File: config.mk
export PLATFORM = sky130hd
export DESIGN_NAME = vecdot_config
export DESIGN_NICKNAME = d
export VERILOG_FILES = /design/src/rtl/vecdot_pkg.sv /design/src/rtl/vecdot_config.sv
export SDC_FILE = /design/constraint.sdc
export NUM_CORES = 1
export LEC_CHECK = 0
export BUFFER_PORTS_ARGS = -buffer_cell sky130_fd_sc_hd__buf_2
export CAP_MARGIN = 25
export CORE_MARGIN = 2
export CORE_UTILIZATION = 41
export CTS_CLUSTER_SIZE = 40
export DETAILED_ROUTE_END_ITERATION = 12
export GPL_TIMING_DRIVEN = 1
export MAX_ROUTING_LAYER = met4
export PLACE_DENSITY = 0.9
export SLEW_MARGIN = 10
export SYNTH_ARGS = -nofsm -noshare
export SYNTH_HDL_FRONTEND = slang
export SYNTH_SLANG_ARGS = --single-unit
export TNS_END_PERCENT = 5
File: constraint.sdc
create_clock -name clk -period 1.8 [get_ports clk]
set_clock_uncertainty 0.2 [all_clocks]
set_input_delay 0.09 -clock clk [delete_from_list [all_inputs] [get_ports clk]]
set_output_delay 0.09 -clock clk [all_outputs]
set_load 0.005 [all_outputs]
File: src/rtl/vecdot_pkg.sv
`default_nettype none

package vecdot_pkg;

    localparam int VECTOR_LANES = 16;
    localparam int DATA_WIDTH   = 32;
    localparam int FRAC_BITS    = 16;
    localparam int NUM_STAGES   = 3;
    localparam int PROD_WIDTH   = 2 * DATA_WIDTH;
    // two guard bits cover the carry out of a four-term sum.
    localparam int SUM_WIDTH    = PROD_WIDTH + 2;

    // one signed Q16.16 element.
    typedef logic [DATA_WIDTH-1:0] elem_t;

    typedef logic [2:0] funct_t;
    localparam funct_t FUNCT_MAT  = 3'd0;
    localparam funct_t FUNCT_DOT  = 3'd1;
    localparam funct_t FUNCT_QMUL = 3'd2;
    localparam funct_t FUNCT_ROT  = 3'd3;

    typedef logic [1:0] rnd_t;
    localparam rnd_t RND_TRUNC   = 2'd0;
    localparam rnd_t RND_HALF_UP = 2'd1;
    localparam rnd_t RND_EVEN    = 2'd2;

    localparam elem_t ELEM_ONE = 32'h0001_0000;
    localparam elem_t ELEM_MAX = 32'h7fff_ffff;
    localparam elem_t ELEM_MIN = 32'h8000_0000;

endpackage

`default_nettype wire

File: src/rtl/vecdot_config.sv
`timescale 1ns/1ps
`default_nettype none

module vecdot_config (
    input  logic                                clk,
    input  logic                                reset,
    input  logic                                cfg_write,
    input  vecdot_pkg::funct_t                  cfg_funct,
    input  vecdot_pkg::rnd_t                    cfg_rnd,
    input  logic [vecdot_pkg::VECTOR_LANES-1:0] sat,
    output vecdot_pkg::funct_t                  funct,
    output vecdot_pkg::rnd_t                    rnd,
    output logic [vecdot_pkg::VECTOR_LANES-1:0] sat_status
);

    // a write starts a fresh saturation record for the new mode.
    always_ff @(posedge clk) begin
        if (reset) begin
            funct      <= vecdot_pkg::FUNCT_MAT;
            rnd        <= vecdot_pkg::RND_TRUNC;
            sat_status <= '0;
        end else if (cfg_write) begin
            funct      <= cfg_funct;
            rnd        <= cfg_rnd;
            sat_status <= '0;
        end else begin
            sat_status <= sat_status | sat;
        end
    end

    // the router steers every lane from funct, so it must stay known.
    assert property (@(posedge clk) disable iff (reset) !$isunknown(funct));

endmodule

`default_nettype wire

==> run metrics, run 1 <==
Die Y 43.61 µm; synthesized area per cell about 13 µm²; min Tclk post-route 1.695 ns; met3 Usage GRT under 10%; clk buf depth 2; critical path cell sequence dlygate4sd3_1 -> buf_2 -> nor2_4 -> o21a_1 -> dlygate4sd3_1; status finished clean; Via-to-Cell Ratio 4.899; # port buffers 44; Worst VDD drop 0.4959 mV; post-synthesis register bit count 21; clk_lat worst skew around 0.29 ns; CTS tree yes; Top delay family on crit path buffers and inverters; Reg2Reg Launch Point funct[0]; Synth Instances 50; max_cap viols 0; final core utilization 83.70%; first-pass GRT wire length about 3300 µm; yosys warns 0; Slew Limit Headroom between 80 and 90%; dpl cell area 860.8 µm²; Final Max Tran Viols 0; IO Count 45; Total GRT Usage 25.24%; Rows 14; RD Place Congestion 0.7071; dpl hpwl 952 µm; H-Tree Depth 1; Seq/Total Area, Yosys 65.37%; LEAKAGE 0.0006407 µW; Crit-path slowest cell dlygate4sd3_1; CTS Root Cell clkbuf_4; FF/Latch Area 420.4 µm²; Worst-Margin Slew 0.2953 ns; switching share of power 22.85%; met2 GRT Util 46.47%; Buffers & Inverters on Critical Path 3; crit path from reset; Final Cell Area around 1200 µm²; Fmax achieved about 600 MHz; vias in the first global route between 700 and 800; nature of the critical path startpoint input port; Worst Hold Class in2reg; Mapped Area 643.1 µm²; core area around 1500 µm²; internal power 675.8 µW; GR met1 Demand/Resource 22.63%; Final nets 158; grt ovf 0; Gate power share 17.8%; syn nets 74; Sum Neg Setup Slack 0 ns; DRT Wirelength 2307 µm; initial antenna violation count 0; period utilisation layout 94.17%; drt wl/cell approximately 15 µm; 1st-iter DRT viols 11; diode count 0; CP most frequent cell dlygate4sd3_1; final setup violation count 0; Pre-Repair DR Iteration Count 4; critical path depth 5; CP required 1.85 ns; Worst Hold Depth 3; Worst Hold Launch cfg_write; Worst Path Max Fanout 7; pre-CTS setup slack 0.7509 ns; Multi-input gate area 206.4 µm²; vias 730; Switching Power approximately 200 µW; CP arrival 1.74 ns; GR peak layer met2; TritonCTS Buffers 3; Die X 43.61 µm; worst setup margin 0.1049 ns; endpoints failing hold 0; Filler Cells Inserted 75; Initial Utilization 43.19%; clock share of power approximately a quarter; CTS Sinks 21; Syn-to-layout area delta 93.78%; unrepaired setup endpoints after global routing false; share of cells above drive strength 1 39.10%; clk slew on worst S/H paths 0.11 ns; Reg2Reg Depth 3; critical path class in2reg; PwrDens 702.9 nW/µm²; Die ar. 1901 µm²; largest net degree at the start of global routing 17; CP peak stage delay 0.55 ns; Setup crit end kind flip-flop; part of the power in registers between 50 and 60%; Synth cell types 6; DRT antenna net count 0; # DRC 0
[kinds of logic after synthesis]
| kind of cell | share of synthesized area [%] |
|---|---|
| AO/OA/AOI/OAI | 18.68 |
| buffers and inverters | 3.502 |
| flip-flops | 65.37 |
| multiplexers | 7.782 |
| AND/OR/NAND/NOR | 4.669 |
[per-layer routing]
metal	part of all wire, %	wire (µm)
met3	8.8	203
met2	54	1252
met1	35	801
met5	0	0
met4	2.2	50
[cells in the final DEF (no fill, tap or decap)]
cell / count
buf_2: 44
dlygate4sd3_1: 33
dfxtp_1: 21
o21a_1: 16
mux2i_1: 5
nor2_1: 5
clkbuf_4: 3
buf_4: 3
nor2_4: 1
clkbuf_1: 1
nor2_2: 1
[path summary, 6_finish.rpt]
| check | endpoint | slack, ns |
|---|---|---|
| setup / recovery | sat_status[4] | 0.10 |
| hold / removal | sat_status[9] | 0.1 |
| setup reg to reg | funct[0] | 0.37 |
| hold reg to reg | sat_status[3] | 0.26 |
[what timing repair did]
action                                  CTS  global route
endpoints found under the setup margin    0             7
hold endpoints to repair                 21             0
hold buffers                             33             0
gates resized for setup                   0             0
buffers inserted                          0             3
[cells in the mapped netlist, drive strengths merged]
library cell / number / share of area (%)
dfxtp: 21 / 65
nor2: 6 / 4.7
buf: 2 / 3.5
o21a: 16 / 19
mux2i: 5 / 7.8
[layout make-up]
class                      instances  share of cell area [%]
timing repair buffer              80                   45.98
sequential                        21                   33.73
multi-input combinational         28                   16.57
clock buffer                       4                   2.108
tap                               16                   1.606
[metrics by stage]
stage	hold slack, ns	total power (µW)	cells
finish	0.09704	876.0	149
global placement	0.09839	592.3	108
global route	0.09166	920.5	149
floorplan	-0.03762	546.5	50
detailed placement	0.1003	595.2	108
CTS	0.06712	856.7	145
[worst min-delay path, delay by kind of cell]
kind / cells / cell delay (ns)
buffers and inverters: 1 / 0.23
and+or+nand+nor: 1 / 0.12
AOI/OAI and AO/OA: 1 / 0.11
[flip-flops by register name (all words and copies together) (netlist names)]
signal	flops
funct	3
rnd	2
sat_status	16
[power by group through the flow]
stage,logic [µW],registers (µW),clock network [µW]
6_report,156,502,218
3_3_place_gp,83.3,509,0
4_1_cts,140,499,217
5_1_grt,168,504,248
3_5_place_dp,85.6,510,0
2_1_floorplan,33.8,513,0
Power figures use the tool's default switching activity.
==> run 2, diff against run 1 <==
- PLACE_DENSITY: 0.9 -> 0.85
==> run metrics, run 2 (synthesis results as in run 1) <==
status finished clean (unchanged); Final Cell Area 1297 µm² (was 1246 µm²); IO Count 45 (unchanged); Rows 14 (unchanged); Buffers & Inverters on Critical Path 4 (was 3); Pre-Repair DR Iteration Count 4 (unchanged); share of cells above drive strength 1 36.03% (was 39.10%); DRT antenna net count 0 (unchanged); most frequent cells in the layout buf_2 (44), dlygate4sd3_1 (39), dfxtp_1 (21) (was buf_2 (44), dlygate4sd3_1 (33), dfxtp_1 (21)); LEAKAGE 0.0006673 µW (was 0.0006407 µW); core area 1489 µm² (unchanged); Slew Limit Headroom 86.76% (was 80.29%); part of the power in registers 56.8% (was 57.3%); Power, Total 883.0 µW (was 876.0 µW); Filler Cells Inserted 82 (was 75); DRT Wirelength 2091 µm (was 2307 µm); Die ar. 1901 µm² (unchanged); CTS tree yes (unchanged); Multi-input gate area 200.2 µm² (was 206.4 µm²); Hold WS 0.2749 ns (was 0.09704 ns); Largest Register sat_status (unchanged); clk_lat worst skew 0.29 ns (about the same); drt wl/cell 13.76 µm (was 15.48 µm); min Tclk post-route 1.756 ns (was 1.695 ns); Worst Path Max Fanout 15 (was 7); FF/Latch Area 420.4 µm² (unchanged); Fmax achieved 569.5 MHz (was 589.9 MHz); max reg flops 16 (unchanged); Crit-path slowest cell dlygate4sd3_1 (unchanged); critical path class in2reg (unchanged); Gate power share 18.2% (was 17.8%); Worst R2R End funct[1] (was funct[0]); Top Registers sat_status: 16 flops, funct: 3 flops, rnd: 2 flops (unchanged); critical path cell sequence dlygate4sd3_1 -> buf_2 -> nor2_4 -> buf_12 -> o21a_1 -> dlygate4sd3_1 (was dlygate4sd3_1 -> buf_2 -> nor2_4 -> o21a_1 -> dlygate4sd3_1); Die X 43.61 µm (unchanged); largest net degree at the start of global routing 17 (unchanged); clk buf depth 2 (unchanged); endpoints failing hold 0 (unchanged); Worst-Margin Slew 0.1986 ns (was 0.2953 ns); Via-to-Cell Ratio 4.697 (was 4.899); period utilisation layout 97.54% (was 94.17%); clk slew on worst S/H paths 0.11 ns (about the same); CP most frequent cell dlygate4sd3_1 (unchanged); vias 714 (was 730); clock share of power 25.1% (was 24.9%); most common library cell in the layout ignoring fill and taps buf_2 (unchanged); 1st-iter DRT viols 8 (was 11); PwrDens 680.6 nW/µm² (was 702.9 nW/µm²); diode count 0 (unchanged); CP peak stage delay 0.57 ns (was 0.55 ns); # port buffers 44 (unchanged); Top delay family on crit path buffers and inverters (unchanged); Initial Utilization 43.19% (unchanged); CP arrival 1.80 ns (was 1.74 ns); # DRC 0 (unchanged); max_cap viols 0 (unchanged); Total GRT Usage 23.20% (was 25.24%); first-pass GRT wire length 3056 µm (was 3270 µm); Worst R2R Setup Slack 0.41 ns (was 0.37 ns); Setup crit end kind flip-flop (unchanged); dpl cell area 860.8 µm² (unchanged); Syn-to-layout area delta 101.8% (was 93.78%); CTS Root Cell clkbuf_4 (unchanged); Die Y 43.61 µm (unchanged); Switching Power 199.8 µW (was 200.2 µW); critical path depth 6 (was 5); CTS Sinks 21 (unchanged); internal power 683.2 µW (was 675.8 µW); grt ovf 0 (unchanged); worst setup path end sat_status[6] (was sat_status[4]); crit path from cfg_write (was reset); final setup violation count 0 (unchanged); Reg2Reg Depth 3 (unchanged); initial antenna violation count 0 (unchanged); Final nets 161 (was 158); switching share of power 22.63% (was 22.85%); Sum Neg Setup Slack 0 ns (unchanged); vias in the first global route 707 (was 729); Reg2Reg Launch Point funct[1] (was funct[0]); H-Tree Depth 1 (unchanged); Final Max Tran Viols 0 (unchanged); Worst VDD drop 0.5694 mV (was 0.4959 mV); dpl hpwl 883.3 µm (was 952 µm); CP required 1.84 ns (was 1.85 ns); Worst Hold Class reg2reg (was in2reg); TritonCTS Buffers 3 (unchanged); RD Place Congestion 0.7455 (was 0.7071); nature of the critical path startpoint input port (unchanged)
==> run 2: changes by cell type in the layout (fill, tap and decap cells not counted) <==
cell / previous run / this run
buf_4: 3 / 0
buf_12: 0 / 1
nor2_2: 1 / 0
dlygate4sd3_1: 33 / 39
==> run 2: timing repair <==
item,in CTS,in global routing
buffers inserted,0,1
resized for setup,0,0
hold buffers,38,1
hold endpoints to repair,21,1
setup endpoints to repair,0,12
==> run 2: worst min path at each step <==
stage                    from        endpoint  cells after the start
6_report       sat_status[13]  sat_status[13]                      1
3_3_place_gp           sat[5]   sat_status[5]                      2
4_1_cts             cfg_write          rnd[1]                      3
5_1_grt         sat_status[9]   sat_status[9]                      1
3_5_place_dp           sat[6]   sat_status[6]                      2
2_1_floorplan           reset        funct[0]                      1
==> run 2: layer usage <==
| metal | share of wire (%) | global-route usage, % | wire length (µm) | vias to the layer above |
|---|---|---|---|---|
| li1 | - | - | - | 343 |
| met1 | 36 | 22.89 | 752 | 323 |
| met2 | 57 | 43.82 | 1194 | 42 |
| met3 | 5.8 | 5.833 | 122 | 6 |
| met4 | 1.0 | 6.667 | 21 | 0 |
| met5 | 0 | - | 0 | - |
==> run 2: power by group through the flow <==
stage                     sequential (µW)  combinational (µW)  clock (µW)
after global placement                509                83.6           0
after global routing                  503                 173         238
after detailed placement              510                84.8           0
after CTS                             500                 147         222
final                                 501                 160         221
after floorplan                       513                33.8           0
==> run 2: cell type report <==
cell class,instances,area share (%)
Sequential cell,21,32.40
Clock buffer,4,2.025
Tap cell,16,1.543
Timing Repair Buffer,84,48.60
Multi-Input combinational cell,27,15.43
==> run 2: per-stage QoR <==
stage / setup slack [ns] / cells / utilization [%]
after global routing: -0.003492 / 152 / 87.14
final: 0.04420 / 152 / 87.14
after detailed placement: 0.7551 / 108 / 57.82
after CTS: 0.04075 / 150 / 85.13
after floorplan: 0.9332 / 50 / -
after global placement: 0.7773 / 108 / 57.82
==> run 3, diff against run 2 <==
- ABC_AREA: not set -> 1
- CORE_UTILIZATION: 41 -> 44
- PLACE_DENSITY: 0.85 -> 0.86
==> run metrics, run 3 <==
most common library cells after synthesis nor2_1 (32), dfxtp_1 (21), nand2_1 (10), nor2_4 (10), inv_1 (6) (was dfxtp_1 (21), o21a_1 (16), mux2i_1 (5), nor2_1 (5), buf_6 (2)); Slew Limit Headroom 81.02% (was 86.76%); DRT Wirelength 2123 µm (was 2091 µm); Synth cell types 9 (was 6); top-count cell post-synth nor2_1 (was dfxtp_1); Total GRT Usage 23.77% (was 23.20%); core area 1559 µm² (was 1489 µm²); first-pass GRT wire length 3277 µm (was 3056 µm); max reg flops 16 (unchanged); syn nets 107 (was 74); part of the power in registers 55.5% (was 56.8%); initial antenna violation count 0 (unchanged); Final nets 188 (was 161); Sum Neg Setup Slack 0 ns (unchanged); Rows 14 (unchanged); number of synthesized flops with an enable pin 0 (unchanged); RD Place Congestion 0.7027 (was 0.7455); endpoints failing hold 0 (unchanged); Buffers & Inverters on Critical Path 3 (was 4); vias in the first global route 818 (was 707); critical path cell sequence dlygate4sd3_1 -> buf_2 -> or2_4 -> nor2_1 -> dlygate4sd3_1 (was dlygate4sd3_1 -> buf_2 -> nor2_4 -> buf_12 -> o21a_1 -> dlygate4sd3_1); Synth Instances 83 (was 50); Setup crit end kind flip-flop (unchanged); worst setup margin 0.05594 ns (was 0.04420 ns); Pre-Repair DR Iteration Count 4 (unchanged); share of cells above drive strength 1 36.81% (was 36.03%); CTS Root Cell clkbuf_4 (unchanged); Top delay family on crit path buffers and inverters (unchanged); Mapped Area 755.7 µm² (was 643.1 µm²); final setup violation count 0 (unchanged); Initial Utilization 48.48% (was 43.19%); # DRC 0 (unchanged); clock share of power 24.9% (was 25.1%); Inst Count DP 141 (was 108); CP peak stage delay 0.56 ns (was 0.57 ns); internal power 676.6 µW (was 683.2 µW); Final Cell Area 1338 µm² (was 1297 µm²); largest net degree at the start of global routing 13 (was 17); most common library cell in the layout ignoring fill and taps buf_2 (unchanged); 1st-iter DRT viols 7 (was 8); critical path class in2reg (unchanged); synthesized area per cell 9.105 µm² (was 12.86 µm²); # port buffers 44 (unchanged); Worst VDD drop 0.4734 mV (was 0.5694 mV); Die X 45.45 µm (was 43.61 µm); TritonCTS Buffers 3 (unchanged); most frequent cells in the layout buf_2 (44), dlygate4sd3_1 (34), nor2_1 (32) (was buf_2 (44), dlygate4sd3_1 (39), dfxtp_1 (21)); vias 798 (was 714); dpl hpwl 1082 µm (was 883.3 µm); Finished Layout Cells 179 (was 152); CP most frequent cell dlygate4sd3_1 (unchanged); Final Max Tran Viols 0 (unchanged); H-Tree Depth 1 (unchanged); CP required 1.85 ns (was 1.84 ns); PwrDens 677.2 nW/µm² (was 680.6 nW/µm²); Top Registers sat_status: 16 flops, funct: 3 flops, rnd: 2 flops (unchanged); IO Count 45 (unchanged); switching share of power 25.30% (was 22.63%); Fmax achieved 573.4 MHz (was 569.5 MHz); cell taking the most area after synthesis dfxtp_1 (unchanged); Reg2Reg Depth 3 (unchanged); asr flop ratio synth 0% (unchanged); Syn-to-layout area delta 76.99% (was 101.8%); Worst Hold Depth 2 (was 1); Crit-path slowest cell dlygate4sd3_1 (unchanged); unrepaired setup endpoints after global routing false; drt wl/cell 11.86 µm (was 13.76 µm); max_cap viols 0 (unchanged); top cell type's share of synthesized area 55.63% (was 65.37%); LEAKAGE 0.0006897 µW (was 0.0006673 µW); Die ar. 2065 µm² (was 1901 µm²); Gate power share 19.7% (was 18.2%); Via-to-Cell Ratio 4.458 (was 4.697); Worst Path Max Fanout 11 (was 15); diode count 0 (unchanged); dpl cell area 967.2 µm² (was 860.8 µm²); grt ovf 0 (unchanged); nature of the critical path startpoint input port (unchanged); DRT antenna net count 0 (unchanged); Synth Flop Type dfxtp_1 (unchanged); period utilisation layout 96.89% (was 97.54%); critical path depth 5 (was 6); CTS Sinks 21 (unchanged); CP arrival 1.79 ns (was 1.80 ns); Die Y 45.45 µm (was 43.61 µm); top post-synthesis cells by area dfxtp_1 (56%), nor2_1 (16%), nor2_4 (15%) (was dfxtp_1 (65%), o21a_1 (19%), mux2i_1 (7.8%)); final core utilization 85.79% (was 87.14%); clk slew on worst S/H paths 0.12 ns (was 0.11 ns); status finished clean (unchanged); Setup Fix Bufs, Post-CTS 0 (unchanged); Switching Power 229.2 µW (was 199.8 µW); CTS tree yes (unchanged); clk buf depth 2 (unchanged); Largest Register sat_status (unchanged); Seq/Total Area, Yosys 55.63% (was 65.37%); Worst-Margin Slew 0.2847 ns (was 0.1986 ns); post-synthesis register bit count 21 (unchanged); pre-CTS setup slack 0.5744 ns (was 0.7551 ns); clk_lat worst skew 0.30 ns (was 0.29 ns); yosys warns 0 (unchanged); min Tclk post-route 1.744 ns (was 1.756 ns); Worst Hold Class reg2reg (unchanged)
## run 3: layout make-up
type | count | area (µm²)
Clock buffer | 3 | 22.52
Clock inverter | 1 | 5.005
Fill cell | 89 | 221.5
Inverter | 6 | 22.52
Multi-Input combinational cell | 53 | 279.0
Sequential cell | 21 | 420.4
Tap cell | 16 | 20.02
Timing Repair Buffer | 79 | 568.0
## run 3: cell families after synthesis
family	count (synthesis)	share of synthesized area [%]
buf+inv	9	7.781
flops	21	55.63
simple gates	53	36.59
## run 3: path summary, 6_finish.rpt
check	start	endpoint	slack (ns)
worst min-delay path	funct[1]	funct[1]	0.28
worst max register to register	sat_status[15]	sat_status[15]	0.42
worst min register to register	funct[1]	funct[1]	0.28
worst max-delay path	cfg_write	sat_status[3]	0.06
## run 3: timing repair
item,in CTS,in global routing
gates resized for setup,0,1
hold buffers,34,0
hold endpoints to repair,21,0
setup endpoints to repair,0,4
## run 3: power by group through the flow
stage	registers [µW]	logic (µW)	clock network, µW
floorplan	514	64.6	0
global placement	511	113	0
detailed placement	512	116	0
CTS	501	171	224
global route	505	195	254
finish	502	178	225
## run 3: stage by stage
stage,hold slack (ns),total power (µW)
5_1_grt,0.3181,954.0
4_1_cts,0.2780,897.0
6_report,0.2804,905.8
3_3_place_gp,0.1159,623.7
3_5_place_dp,0.1265,627.6
2_1_floorplan,0.02491,579.1
## run 3: tightest hold or removal path, cell delays in order (launching register included)
cell	delay (ns)
dfxtp_1	0.33
nor2_1	0.08
nor2_1	0.05
## run 3: metal layers
metal | routed length [µm] | vias up | track usage (%)
met5 | 0 | - | -
met2 | 1239 | 36 | 49.01
met1 | 759 | 361 | 21.20
met4 | 5 | 0 | 7.059
met3 | 119 | 2 | 3.571
li1 | - | 399 | -
